===== config.mk =====
export PLATFORM = sky130hd
export DESIGN_NAME = corr_top
export DESIGN_NICKNAME = d
export VERILOG_FILES = /design/src/hw/corr_pkg.sv /design/src/hw/corr_reg_pkg.sv /design/src/hw/corr_regs.sv /design/src/hw/corr_top.sv /design/src/hw/corr_trigger.sv /design/src/hw/single_corr.sv
export SDC_FILE = /design/constraint.sdc
export NUM_CORES = 1
export LEC_CHECK = 0
export ABC_CLOCK_PERIOD_IN_PS = 3100
export CAP_MARGIN = 20
export CORE_AREA = 2 2 151 190
export CTS_BUF_LIST = sky130_fd_sc_hd__clkbuf_4
export CTS_CLUSTER_DIAMETER = 150
export DETAILED_ROUTE_END_ITERATION = 10
export DIE_AREA = 0 0 153 192
export DONT_BUFFER_PORTS = 1
export GPL_TIMING_DRIVEN = 0
export PLACE_DENSITY = 0.78
export SLEW_MARGIN = 10
export SYNTH_ARGS = -nofsm -noshare
export SYNTH_HDL_FRONTEND = slang
export SYNTH_SLANG_ARGS = --single-unit
export TNS_END_PERCENT = 100

===== constraint.sdc =====
create_clock -name clk -period 3.1 [get_ports clk]
set_input_delay 0.62 -clock clk [delete_from_list [all_inputs] [get_ports clk]]
set_output_delay 0.62 -clock clk [all_outputs]
set_load 0.05 [all_outputs]

===== src/hw/corr_pkg.sv =====
`default_nettype none

// Types and pipeline constants for the three-antenna power-sum correlator.
// Everything that describes the sample stream and the correlation value lives here.
package corr_pkg;

	// Width of one demultiplexed sample code.
	localparam int NBITS = 3;

	// Number of entries that arrive together in one frame.
	localparam int DEMUX = 16;

	// Extra output delay stages after the previous-frame combine.
	localparam int CORR_DELAY = 2;

	// The four fixed stages are squarer, partial sum, frame sum and combine.
	// The delay stages come on top of those.
	localparam int CORR_LATENCY = 4 + CORR_DELAY;

	// A sample code c is two's complement and stands for the level c+0.5.
	typedef logic signed [NBITS-1:0] sample_t;

	// All samples of one channel in one frame, with entry 0 in the low bits.
	typedef logic [DEMUX*NBITS-1:0] chan_word_t;

	// One frame carries the same entries from all three antennas.
	typedef struct packed {
		chan_word_t a;
		chan_word_t b;
		chan_word_t c;
	} corr_frame_t;

	// Offset squarer term q = (s+1)(s+2)/2, which peaks at 55.
	typedef logic [5:0] sq_term_t;

	// Correlation value over 32 entries, at most 3528.
	typedef logic [11:0] corr_t;

endpackage

`default_nettype wire


===== src/hw/corr_reg_pkg.sv =====
`default_nettype none

// Register map of the correlator and the APB bus types used to reach it.
package corr_reg_pkg;

	typedef logic [7:0] apb_addr_t;
	typedef logic [31:0] apb_data_t;

	// Number of triggers seen since reset or the last clear.
	typedef logic [15:0] trig_count_t;

	// Request side of the APB bus, as driven by the master.
	typedef struct packed {
		logic      psel;
		logic      penable;
		logic      pwrite;
		apb_addr_t paddr;
		apb_data_t pwdata;
	} apb_req_t;

	// Response side of the APB bus, as driven by the slave.
	typedef struct packed {
		apb_data_t prdata;
		logic      pready;
		logic      pslverr;
	} apb_rsp_t;

	// Register addresses. PEAK, TRIG_CNT and LAST are read only.
	localparam apb_addr_t ADDR_CTRL     = 8'h00;
	localparam apb_addr_t ADDR_THRESH   = 8'h04;
	localparam apb_addr_t ADDR_PEAK     = 8'h08;
	localparam apb_addr_t ADDR_TRIG_CNT = 8'h0C;
	localparam apb_addr_t ADDR_LAST     = 8'h10;

	// Bit positions inside CTRL.
	localparam int CTRL_ENABLE_BIT = 0;
	localparam int CTRL_CLEAR_BIT  = 1;

	// Control from the register block into the datapath.
	// The clear_stats bit is a single-cycle pulse.
	typedef struct packed {
		logic            enable;
		logic            clear_stats;
		corr_pkg::corr_t threshold;
	} corr_ctrl_t;

	// Statistics from the trigger stage back into the register block.
	typedef struct packed {
		corr_pkg::corr_t peak;
		trig_count_t     trig_count;
		corr_pkg::corr_t last_corr;
	} corr_stat_t;

endpackage

`default_nettype wire


===== src/hw/corr_regs.sv =====
`timescale 1ns/1ps
`default_nettype none

// APB register block for the correlator.
// CTRL holds the enable bit and launches the statistics clear. THRESH holds the trigger
// threshold. PEAK, TRIG_CNT and LAST show the statistics of the trigger stage.
// The slave never inserts wait states, so every access ends in its access cycle.
module corr_regs (
	input  logic                     clk,
	input  logic                     rst_n_i,
	input  corr_reg_pkg::apb_req_t   apb_req_i,
	output corr_reg_pkg::apb_rsp_t   apb_rsp_o,
	input  corr_reg_pkg::corr_stat_t stat_i,
	output corr_reg_pkg::corr_ctrl_t ctrl_o
);

	logic access;
	logic mapped;
	logic read_only;
	logic sel_ctrl;
	logic sel_thresh;
	logic wr_ok;
	logic err;
	corr_reg_pkg::apb_data_t rdata;
	corr_reg_pkg::corr_ctrl_t ctrl_q;

	// The access phase is the second cycle of a transfer.
	assign access = apb_req_i.psel & apb_req_i.penable;

	// Address decode and read mux.
	// Unused bits read as zero, and the clear bit in CTRL always reads back as zero.
	always_comb begin
		mapped = 1'b1;
		read_only = 1'b0;
		sel_ctrl = 1'b0;
		sel_thresh = 1'b0;
		rdata = '0;
		case (apb_req_i.paddr)
			corr_reg_pkg::ADDR_CTRL: begin
				sel_ctrl = 1'b1;
				rdata[corr_reg_pkg::CTRL_ENABLE_BIT] = ctrl_q.enable;
			end
			corr_reg_pkg::ADDR_THRESH: begin
				sel_thresh = 1'b1;
				rdata = corr_reg_pkg::apb_data_t'(ctrl_q.threshold);
			end
			corr_reg_pkg::ADDR_PEAK: begin
				read_only = 1'b1;
				rdata = corr_reg_pkg::apb_data_t'(stat_i.peak);
			end
			corr_reg_pkg::ADDR_TRIG_CNT: begin
				read_only = 1'b1;
				rdata = corr_reg_pkg::apb_data_t'(stat_i.trig_count);
			end
			corr_reg_pkg::ADDR_LAST: begin
				read_only = 1'b1;
				rdata = corr_reg_pkg::apb_data_t'(stat_i.last_corr);
			end
			default: begin
				mapped = 1'b0;
			end
		endcase
	end

	// A write that raises an error changes nothing.
	assign err = access & (~mapped | (apb_req_i.pwrite & read_only));
	assign wr_ok = access & apb_req_i.pwrite & ~err;

	always_ff @(posedge clk or negedge rst_n_i) begin
		if (!rst_n_i) begin
			ctrl_q.enable <= 1'b0;
			ctrl_q.clear_stats <= 1'b0;
			// Threshold starts at full scale, so nothing triggers until it is set.
			ctrl_q.threshold <= '1;
		end else begin
			// The clear bit is a pulse and drops again after one cycle.
			ctrl_q.clear_stats <= 1'b0;
			if (wr_ok && sel_ctrl) begin
				ctrl_q.enable <= apb_req_i.pwdata[corr_reg_pkg::CTRL_ENABLE_BIT];
				ctrl_q.clear_stats <= apb_req_i.pwdata[corr_reg_pkg::CTRL_CLEAR_BIT];
			end
			if (wr_ok && sel_thresh) begin
				ctrl_q.threshold <= apb_req_i.pwdata[$bits(corr_pkg::corr_t)-1:0];
			end
		end
	end

	assign ctrl_o = ctrl_q;

	// pready is tied high since there are no wait states.
	assign apb_rsp_o = '{prdata: rdata, pready: 1'b1, pslverr: err};

endmodule

`default_nettype wire


===== src/hw/corr_top.sv =====
`timescale 1ns/1ps
`default_nettype none

// Top level of the correlator subsystem.
// The register block steers the correlator and the trigger stage. The correlation result
// goes out of the block and into the trigger stage at the same time.
module corr_top (
	input  logic                   clk,
	input  logic                   rst_n_i,
	input  corr_pkg::corr_frame_t  frame_i,
	input  logic                   frame_valid_i,
	input  corr_reg_pkg::apb_req_t apb_req_i,
	output corr_reg_pkg::apb_rsp_t apb_rsp_o,
	output corr_pkg::corr_t        corr_o,
	output logic                   corr_valid_o,
	output logic                   trig_o
);

	// Control from the registers and statistics back to them.
	corr_reg_pkg::corr_ctrl_t ctrl;
	corr_reg_pkg::corr_stat_t stat;

	corr_regs u_regs (
		.clk       (clk),
		.rst_n_i   (rst_n_i),
		.apb_req_i (apb_req_i),
		.apb_rsp_o (apb_rsp_o),
		.stat_i    (stat),
		.ctrl_o    (ctrl)
	);

	// The delay sets the total latency to CORR_LATENCY.
	single_corr #(
		.DELAY (corr_pkg::CORR_DELAY)
	) u_corr (
		.clk           (clk),
		.rst_n_i       (rst_n_i),
		.en_i          (ctrl.enable),
		.frame_i       (frame_i),
		.frame_valid_i (frame_valid_i),
		.corr_o        (corr_o),
		.corr_valid_o  (corr_valid_o)
	);

	corr_trigger u_trig (
		.clk          (clk),
		.rst_n_i      (rst_n_i),
		.corr_i       (corr_o),
		.corr_valid_i (corr_valid_o),
		.threshold_i  (ctrl.threshold),
		.clear_i      (ctrl.clear_stats),
		.trig_o       (trig_o),
		.stat_o       (stat)
	);

endmodule

`default_nettype wire


===== src/hw/corr_trigger.sv =====
`timescale 1ns/1ps
`default_nettype none

// Trigger stage behind the correlator.
// Every valid correlation is compared against the threshold. A hit gives a one-cycle
// trigger pulse and bumps a saturating counter. The stage also keeps the peak and the
// most recent valid value for the register block.
module corr_trigger (
	input  logic                     clk,
	input  logic                     rst_n_i,
	input  corr_pkg::corr_t          corr_i,
	input  logic                     corr_valid_i,
	input  corr_pkg::corr_t          threshold_i,
	input  logic                     clear_i,
	output logic                     trig_o,
	output corr_reg_pkg::corr_stat_t stat_o
);

	logic hit;
	logic trig_q;
	corr_reg_pkg::corr_stat_t stat_q;

	// A value equal to the threshold also triggers.
	assign hit = corr_valid_i && (corr_i >= threshold_i);

	always_ff @(posedge clk or negedge rst_n_i) begin
		if (!rst_n_i) begin
			trig_q <= 1'b0;
			stat_q <= '0;
		end else begin
			// The pulse and the statistics update on the same edge.
			trig_q <= hit;

			// Clear wins over an update in the same cycle.
			if (clear_i) begin
				stat_q.peak <= '0;
				stat_q.trig_count <= '0;
			end else begin
				// The counter sticks at all ones instead of wrapping.
				if (hit && (stat_q.trig_count != '1)) begin
					stat_q.trig_count <= stat_q.trig_count + 1'b1;
				end
				// Peak looks at every valid value, not just triggers.
				if (corr_valid_i && (corr_i > stat_q.peak)) begin
					stat_q.peak <= corr_i;
				end
			end

			// last value is not touched by clear
			if (corr_valid_i) begin
				stat_q.last_corr <= corr_i;
			end
		end
	end

	assign trig_o = trig_q;
	assign stat_o = stat_q;

endmodule

`default_nettype wire


===== src/hw/single_corr.sv =====
`timescale 1ns/1ps
`default_nettype none

// Power-sum correlator for three antennas.
// Each frame brings 16 entries per antenna. The module adds the three codes of every entry,
// squares the sum with the 1.5 offset folded in, and reduces the 16 terms in a registered
// adder tree. The frame sum is added to the previous frame sum, so every result covers the
// 32 most recent entries. The value is exactly the sum of (s+1.5)^2 over those entries.
module single_corr #(
	parameter int DELAY = 2
) (
	input  logic                  clk,
	input  logic                  rst_n_i,
	input  logic                  en_i,
	input  corr_pkg::corr_frame_t frame_i,
	input  logic                  frame_valid_i,
	output corr_pkg::corr_t       corr_o,
	output logic                  corr_valid_o
);

	// Sum of three codes, -12 to 9.
	typedef logic signed [4:0] esum_t;
	// Sum of four squarer terms, at most 220.
	typedef logic [7:0] part_t;
	// Sum of 16 squarer terms, at most 880.
	typedef logic [9:0] fsum_t;
	// Half of the correlation value, before the final doubling.
	typedef logic [$bits(corr_pkg::corr_t)-2:0] half_t;

	// Maps an entry sum s to q = (s+1)(s+2)/2.
	// Since (s+1.5)^2 = 2q + 0.25, the dropped quarter is put back once per frame pair later on.
	// The table is symmetric about s = -1.5, so s and -3-s share a line.
	function automatic corr_pkg::sq_term_t sq_term(input esum_t s);
		corr_pkg::sq_term_t q;
		case (s)
			-12, 9:  q = 6'd55;
			-11, 8:  q = 6'd45;
			-10, 7:  q = 6'd36;
			-9, 6:   q = 6'd28;
			-8, 5:   q = 6'd21;
			-7, 4:   q = 6'd15;
			-6, 3:   q = 6'd10;
			-5, 2:   q = 6'd6;
			-4, 1:   q = 6'd3;
			-3, 0:   q = 6'd1;
			default: q = 6'd0;
		endcase
		return q;
	endfunction

	logic acc;
	logic acc_q;
	esum_t esum [corr_pkg::DEMUX];

	corr_pkg::sq_term_t sq_q [corr_pkg::DEMUX];
	logic sq_vld_q;
	part_t part_q [corr_pkg::DEMUX/4];
	logic part_vld_q;
	fsum_t fsum_q;
	fsum_t fsum_prev_q;
	logic fsum_vld_q;

	// Index 0 is the combine stage and index DELAY drives the output.
	half_t half_q [DELAY+1];
	logic [DELAY:0] vld_q;

	// A frame only counts while the correlator is enabled.
	assign acc = frame_valid_i & en_i;

	// Entry sums. The casts make each code signed, so it is sign-extended to five bits.
	always_comb begin
		for (int i = 0; i < corr_pkg::DEMUX; i++) begin
			esum[i] = corr_pkg::sample_t'(frame_i.a[i*corr_pkg::NBITS +: corr_pkg::NBITS])
				+ corr_pkg::sample_t'(frame_i.b[i*corr_pkg::NBITS +: corr_pkg::NBITS])
				+ corr_pkg::sample_t'(frame_i.c[i*corr_pkg::NBITS +: corr_pkg::NBITS]);
		end
	end

	// The valid tag follows the data stage by stage.
	// A result needs the current and the previous frame both accepted, back to back.
	always_ff @(posedge clk or negedge rst_n_i) begin
		if (!rst_n_i) begin
			acc_q <= 1'b0;
			sq_vld_q <= 1'b0;
			part_vld_q <= 1'b0;
			fsum_vld_q <= 1'b0;
			vld_q <= '0;
		end else begin
			acc_q <= acc;
			sq_vld_q <= acc & acc_q;
			part_vld_q <= sq_vld_q;
			fsum_vld_q <= part_vld_q;
			vld_q[0] <= fsum_vld_q;
			for (int m = 1; m <= DELAY; m++) begin
				vld_q[m] <= vld_q[m-1];
			end
		end
	end

	// The datapath runs freely. Bubbles are only marked by the valid tag.
	always_ff @(posedge clk) begin
		// Squarer terms are taken straight from the frame on the accepting edge.
		for (int i = 0; i < corr_pkg::DEMUX; i++) begin
			sq_q[i] <= sq_term(esum[i]);
		end
		// First tree level adds four neighbouring terms at once.
		for (int j = 0; j < corr_pkg::DEMUX/4; j++) begin
			part_q[j] <= part_t'(sq_q[4*j]) + part_t'(sq_q[4*j+1])
				+ part_t'(sq_q[4*j+2]) + part_t'(sq_q[4*j+3]);
		end
		// Second level closes the frame.
		fsum_q <= fsum_t'(part_q[0]) + fsum_t'(part_q[1])
			+ fsum_t'(part_q[2]) + fsum_t'(part_q[3]);
		// One frame later this is the previous frame sum.
		fsum_prev_q <= fsum_q;
		// 32 entries each lost 0.25, which is 8 in total and 4 at half scale.
		half_q[0] <= half_t'(fsum_q) + half_t'(fsum_prev_q) + half_t'(4);
		for (int m = 1; m <= DELAY; m++) begin
			half_q[m] <= half_q[m-1];
		end
	end

	// Doubling restores the full scale of the power sum.
	assign corr_o = {half_q[DELAY], 1'b0};
	assign corr_valid_o = vld_q[DELAY];

endmodule

`default_nettype wire


==> impl_metrics.tcl, run 1 <==
set metrics [dict create \
    status "finished, final reports clean" \
    p_leak_nw 8.18 \
    cpMostUsedCell "inv_1" \
    fp.dieW_um 153 \
    nNetsFinal 2256 \
    worstPathCellList "ha_2 -> inv_1 -> fa_2 -> xor2_1 -> fa_1 -> inv_1 -> ha_1 -> a21o_1 -> a21oi_2 -> o21ai_2 -> o41ai_2 -> xnor2_1" \
    vias_per_cell 5.45 \
    ant_nets 0 \
    cpLargestDelayFamily "adder cells" \
    hp-start "apb_req_i[4]" \
    place_congestion 0.880 \
    finalSetupViolations 0 \
    slowest_delay_ps 480 \
    cts_tree "done" \
    yosysTopAreaCellShare_pct 22.3 \
    area_growth_pct 8.92 \
    post_drt_wl_per_cell_um 13.8 \
    cts_made_buffers 58 \
    hold_viol_final 0 \
    yosys_warnings 0 \
    hp-class "input pin to register" \
    critPathKind "register to register" \
    power_frac_clock_pct 12.2 \
    switching_power_w 0.00936 \
    fin_tns_setup_ps 0 \
    cp.required_ps 3700 \
    ys_types 65 \
    fin_worst_skew_ps 39.3 \
    yosys.area.top_type "dfxtp_1" \
    ys_top_cells_by_area "dfxtp_1, fa_1, ha_1" \
    grt_max_degree 61 \
    drv_cap 0 \
    rsz0062_at_grt "true" \
    postSynthAreaPerCell_sq_um 9.43 \
    drive_above_1_share_pct 12.5 \
    fin_cells 2201 \
    synth_flop_cell "dfxtp_1" \
    drtPass1Iterations 4 \
    drc 0 \
    num_rows 68 \
    final_cell_mix "inv_1, dfxtp_1, ha_1" \
    post-dp-hpwl_mm 24.0 \
    critical_path.max_fanout 2 \
    cts.clk_slew.worst_paths_ps 70 \
    clk_latency_ps 670 \
    placedCellCount 2092 \
    internal_power_w 0.0122 \
    antenna_found_initial 1 \
    max_slew_margin_pct 40.5 \
    grt_use_total_pct 20.6 \
    p_sw_share_pct 43.4 \
    async_flop_share_pct 24.9 \
    io_pins 238 \
    drt-total-wl_mm 30.3 \
    reg2reg_slack_ps 50 \
    htree_levels 2 \
    die_area_sq_mm 0.0294 \
    grt_pass1_wl_mm 51.5 \
    end_kind "register" \
    clock.fmax_mhz 328 \
    combPwrFrac_pct 64.6 \
    period_share_pct 98.5 \
    start_util_pct 59.3 \
    final_common_cell "inv_1" \
    portBuffers 0 \
    powerDensity_mw_per_mm2 1210 \
    synth_seq_cells 241 \
    dr_total_vias 12000 \
    synth_edf_count 0 \
    crit_path_end "u_corr.fsum_q[8]" \
    min_period_ps 3050 \
    cts_max_path_buffers 3 \
    critPathSlowestCell "fa_1" \
    drtIter0Drc 418 \
    clockRootBuffer "clkbuf_4" \
    cp.arrival_ps 3650 \
    slew_violations 0 \
    rr_startpoint "u_corr.part_q[0][0]" \
    syn_area_sq_mm 0.0163 \
    grt_pass1_vias 12200 \
    cp_num_cells 12 \
    synth_sequential_area_ratio_pct 31.6 \
    synth_cells 1726 \
    worstReg2RegEnd "u_corr.fsum_q[8]" \
    grt-ovfl-total 0 \
    path_buf_inv 2 \
    clock-sinks 241 \
    cp-start-kind "register" \
    p_seq_share_pct 23.2 \
    ir_drop_mv 0.910 \
    worst_r2r_path_depth 12 \
    tightest_slew_ps 889 \
    worstSetupStartpoint "u_corr.part_q[0][0]" \
    core_sq_mm 0.0275 \
    die_h_um 192 \
]
-- synth_stat cells (all sizes together) (6+ instances only) --
| master | count |
|---|---|
| buf | 52 |
| dfstp | 12 |
| a211oi | 20 |
| a2bb2oi | 6 |
| o31ai | 14 |
| ha | 154 |
| nand2 | 102 |
| inv | 200 |
| and3 | 12 |
| a21o | 27 |
| o32ai | 8 |
| dfrtp | 48 |
| nand3b | 6 |
| xor2 | 31 |
| a31oi | 22 |
| and2 | 16 |
| or3 | 10 |
| mux2 | 37 |
| a221o | 11 |
| nand4 | 10 |
| fa | 107 |
| o22ai | 9 |
| o21ai | 104 |
| nor2 | 123 |
| a21oi | 94 |
| o21bai | 18 |
| nand3 | 33 |
| dfxtp | 181 |
| nor3b | 6 |
| clkbuf | 39 |
| nor3 | 44 |
| xnor2 | 74 |
| o21a | 6 |
| nor2b | 13 |
| mux2i | 30 |
| nand2b | 8 |
-- logic make-up (layout without fill, tap and decap cells) --
logic type	count (synthesis)	count (layout)	synth area share (%)
AOI/OAI and AO/OA	368	368	14.3
xor gates and xnor gates	105	105	5.65
adders and majority gates	261	261	25.0
buffers and inverters	291	399	7.58
DFF	241	241	31.6
muxes	67	67	4.63
other	2	19	0.0461
and+or+nand+nor	391	391	11.2
-- worst register-to-register path: stages, from the launching register on --
cell and delay [ps]:
dfxtp_2 340, ha_2 180, inv_1 60, fa_2 360
xor2_1 170, fa_1 480, inv_1 70, ha_1 290
a21o_1 170, a21oi_2 180, o21ai_2 100, o41ai_2 420
xnor2_1 160
-- state kept, by name, summed over array words and instances (netlist names) --
signal              cells
u_corr.half_q          33
u_trig.stat_o          38
u_corr.sq_q            96
u_corr.fsum_prev_q     10
u_trig.trig_o           1
u_corr.part_q          32
u_corr.acc_q            1
u_regs.ctrl_o          14
u_corr.part_vld_q       1
u_corr.fsum_q          10
u_corr.vld_q            3
u_corr.fsum_vld_q       1
u_corr.sq_vld_q         1
-- area by class of cell --
| class | instances | area (sq um) |
|---|---|---|
| Multi-Input combinational cell | 1210 | 10100 |
| Fill cell | 2215 | 9750 |
| Sequential cell | 241 | 5140 |
| Inverter | 200 | 751 |
| Clock buffer | 84 | 631 |
| Buffer | 91 | 487 |
| Tap cell | 350 | 438 |
| Clock inverter | 21 | 149 |
| Timing Repair Buffer | 3 | 45.0 |
| Antenna cell | 1 | 2.50 |
-- power by group through the flow --
stage / clock network, W / registers, W / logic [W]
finish: 0.00263 / 0.00499 / 0.0139
global placement: 0 / 0.00504 / 0.0127
detailed placement: 0 / 0.00507 / 0.0132
floorplan: 0 / 0.00486 / 0.0109
CTS: 0.00273 / 0.00501 / 0.0136
global route: 0.00289 / 0.00510 / 0.0160
-- repair_timing --
action / in CTS / in global routing
pin swaps: 2 / 6
gates resized for setup: 17 / 23
hold buffers: 2 / 0
setup endpoints to repair: 13 / 18
endpoints found under the hold margin: 60 / 0
buffers inserted: 0 / 1
-- how the worst min path moves through the flow --
| stage | to | cells after the start |
|---|---|---|
| detailed placement | u_corr.half_q[0][21] | 0 |
| global placement | u_corr.half_q[0][22] | 0 |
| CTS | u_regs.ctrl_o[4] | 1 |
| finish | u_regs.ctrl_o[4] | 1 |
| floorplan | u_corr.half_q[0][11] | 0 |
| global route | u_regs.ctrl_o[4] | 1 |
-- per-stage QoR --
step           util [%]  hold slack [ps]  setup WS, ps  cell area, sq um  power, W
6_report           64.5             95.8          47.6             17700    0.0215
5_1_grt            64.5             20.8         -78.6             17700    0.0240
4_1_cts            64.2             21.1          25.4             17600    0.0213
3_5_place_dp       61.1              312          -166             16800    0.0182
3_3_place_gp       61.1              310          -173             16800    0.0177
2_1_floorplan         -              310          84.7             16300    0.0158
-- metal layers --
metal	GRT usage (%)	wire length [um]	share of wire [%]
met1	21.6	11500	38
met2	40.9	16700	55
met3	3.36	1220	4.0
met4	8.01	859	2.8
met5	0	0	0
Note: power is estimated with default switching activity, not from simulation.
==> inputs of run 2 (changes only) <==
Settings changed: ABC_AREA set to 1, CORE_AREA 2 2 151 190 to 2 2 158 199, DIE_AREA 0 0 153 192 to 0 0 160 201.
==> run 2 against run 1 <==
Compared with the run above:
- via count increased by 29%
- clock skew up 11 ps
- clock power increased by 2%
- largest power group unchanged
- synthesized area rose by 10%
- clock-buffer cell count did not move
- first-iteration DRC count rose by 87%
- synthesized cell count rose by 43%
- highest routed layer unchanged
- hold slack improved by 28 ps
==> impl_metrics.tcl, run 2 <==
set metrics [dict create \
    regMostFlops "u_corr.sq_q" \
    synth_cells 2461 \
    portBuffers 0 \
    worstSetupStartpoint "u_corr.part_q[0][0]" \
    p_leak_nw 9.92 \
    die_area_sq_mm 0.0322 \
    core_sq_mm 0.0304 \
    postSynthAreaPerCell_sq_um 7.29 \
    powerDensity_mw_per_mm2 1220 \
    worst_r2r_path_depth 16 \
    hp-class "input pin to register" \
    yosys_warnings 0 \
    ys_types 43 \
    hold_viol_final 0 \
    cts_max_path_buffers 3 \
    grt_use_total_pct 23.1 \
    drt-total-wl_mm 36.9 \
    rr_startpoint "u_corr.part_q[0][0]" \
    fp.dieW_um 160 \
    regArea_sq_mm 0.00514 \
    min_period_ps 3060 \
    num_rows 72 \
    vias_per_cell 5.16 \
    cts_tree "done" \
    grt_max_degree 61 \
    multi_input_area_sq_mm 0.0110 \
    clockRootBuffer "clkbuf_4" \
    synth_seq_cells 241 \
    start_util_pct 59.0 \
    cp.arrival_ps 3580 \
    worst_slack_ps 41.3 \
    critical_path.max_fanout 5 \
    finalSetupViolations 0 \
    ant_nets 0 \
    clock.fmax_mhz 327 \
    yosysTopAreaCellShare_pct 20.2 \
    end_kind "register" \
    antenna_found_initial 1 \
    synth_commonest_cells "nand2_1, inv_1, nor2_1" \
    cp.required_ps 3620 \
    clock-sinks 241 \
    rsz0062_at_grt "true" \
    largest_reg_flops 96 \
    die_h_um 201 \
    io_pins 238 \
    period_share_pct 98.7 \
    cp-start-kind "register" \
    fin_worst_skew_ps 50.1 \
    synth_flop_cell "dfxtp_1" \
    grt_pass1_wl_mm 64.0 \
    final_common_cell "nand2_1" \
    place_congestion 0.907 \
    fin_tns_setup_ps 0 \
    clk_latency_ps 690 \
    dr_total_vias 15500 \
    drtPass1Iterations 5 \
    power_w 0.0238 \
    final_cell_mix "nand2_1, inv_1, nor2_1" \
    synth_sequential_area_ratio_pct 28.6 \
    final_util_pct 64.0 \
    grt_pass1_vias 15500 \
    drc 0 \
    max_slew_margin_pct 24.3 \
    area_growth_pct 8.52 \
    ys_top_cells_by_area "dfxtp_1, nand2_1, fa_1" \
    hp-start "apb_req_i[0]" \
    synth_edf_count 0 \
    cts_made_buffers 58 \
    drv_cap 0 \
    worst_hold_slack_ps 124 \
    tightest_slew_ps 1130 \
    num-fill-cells 2723 \
    drive_above_1_share_pct 6.59 \
    reg2reg_slack_ps 40 \
    post_drt_wl_per_cell_um 12.3 \
    synth.most_common_cell "nand2_1" \
    critPathKind "register to register" \
    drtIter0Drc 781 \
    post-dp-hpwl_mm 29.6 \
    status "finished, final reports clean" \
    async_flop_share_pct 24.9 \
    worstReg2RegEnd "u_corr.fsum_q[8]" \
    slew_violations 0 \
    grt-ovfl-total 0 \
    ir_drop_mv 0.899 \
    pre_cts_ws_ps -176 \
    hold_path_end "u_regs.ctrl_o[13]" \
    syn_area_sq_mm 0.0180 \
    cts.clk_slew.worst_paths_ps 60 \
    nNetsFinal 3003 \
    htree_levels 2 \
    yosys.area.top_type "dfxtp_1" \
    hold_depth 2 \
]
[run 2: cell count changes in the layout (fill, tap and decap cells not counted), sizes merged, moves of 30 or more]
cell,before,now
nand2,102,596
nor2,123,332
inv,200,385
nand3,33,170
o21ai,104,161
xnor2,74,20
nor3,44,6
mux2,37,0
clkbuf,123,93
mux2i,30,0
[run 2: layout make-up]
| class | instances | share of cell area (%) |
|---|---|---|
| buffer | 61 | 1.98 |
| multi-input combinational | 1787 | 56.7 |
| timing repair buffer | 15 | 0.848 |
| clock inverter | 20 | 0.796 |
| inverter | 388 | 7.48 |
| antenna | 1 | 0.0128 |
| tap | 407 | 2.61 |
| clock buffer | 84 | 3.24 |
| sequential | 241 | 26.4 |
[run 2: cells by family (layout without fill, tap and decap cells)]
group,after synthesis,count (layout),share of synthesized area (%)
AND/OR/NAND/NOR,1156,1156,26.6
buffers and inverters,449,568,10.3
AO/OA/AOI/OAI,287,287,8.68
adder cells (fa/ha/maj),261,261,22.7
flip-flops,241,241,28.6
XOR/XNOR,65,65,3.17
other,2,19,0.0418
[run 2: routing by layer]
layer / share of wire (%) / GRT usage, %
met2: 54 / 45.2
met3: 3.7 / 3.08
met5: 0 / 0
met1: 40 / 25.1
met4: 3.0 / 8.85
[run 2: power by group]
part / leakage (nW) / switching, W / total, W / internal [W]
sequential: 2.32 / 0.000579 / 0.00523 / 0.00465
clock: 0.458 / 0.00120 / 0.00269 / 0.00149
combinational: 7.15 / 0.00937 / 0.0158 / 0.00647
[run 2: worst max-delay path, stage by stage, from the launching register on]
cell	delay, ps
dfxtp_2	360
ha_1	170
inv_1	60
fa_2	370
o21ai_2	230
nand2_1	70
nand2_1	70
a21oi_1	70
xor2_1	160
fa_1	490
inv_1	40
ha_1	340
nand2_1	100
inv_1	50
nand4_1	80
o211ai_1	110
xor2_1	160
[run 2: repair_timing]
action                                  CTS  global route
endpoints found under the hold margin    72             0
hold buffers                             14             0
buffers inserted                          0             1
gates cloned                              0             0
gates resized for setup                   2             4
pin swaps                                 1             1
endpoints found under the setup margin    2             4
[run 2: metrics by stage]
step | instance area, sq um | cells
floorplan | 18000 | 2477
global placement | 18500 | 2884
detailed placement | 18500 | 2884
CTS | 19500 | 3002
global route | 19500 | 3004
finish | 19500 | 3004
[run 2: worst max-delay path by stage]
stage	to	slack [ps]	cells after the start
6_report	u_corr.fsum_q[8]	40	16
3_3_place_gp	u_corr.fsum_q[8]	-140	16
5_1_grt	u_corr.fsum_q[8]	-110	16
2_1_floorplan	u_corr.fsum_q[8]	200	16
4_1_cts	u_corr.fsum_q[8]	4	16
3_5_place_dp	u_corr.fsum_q[8]	-180	16
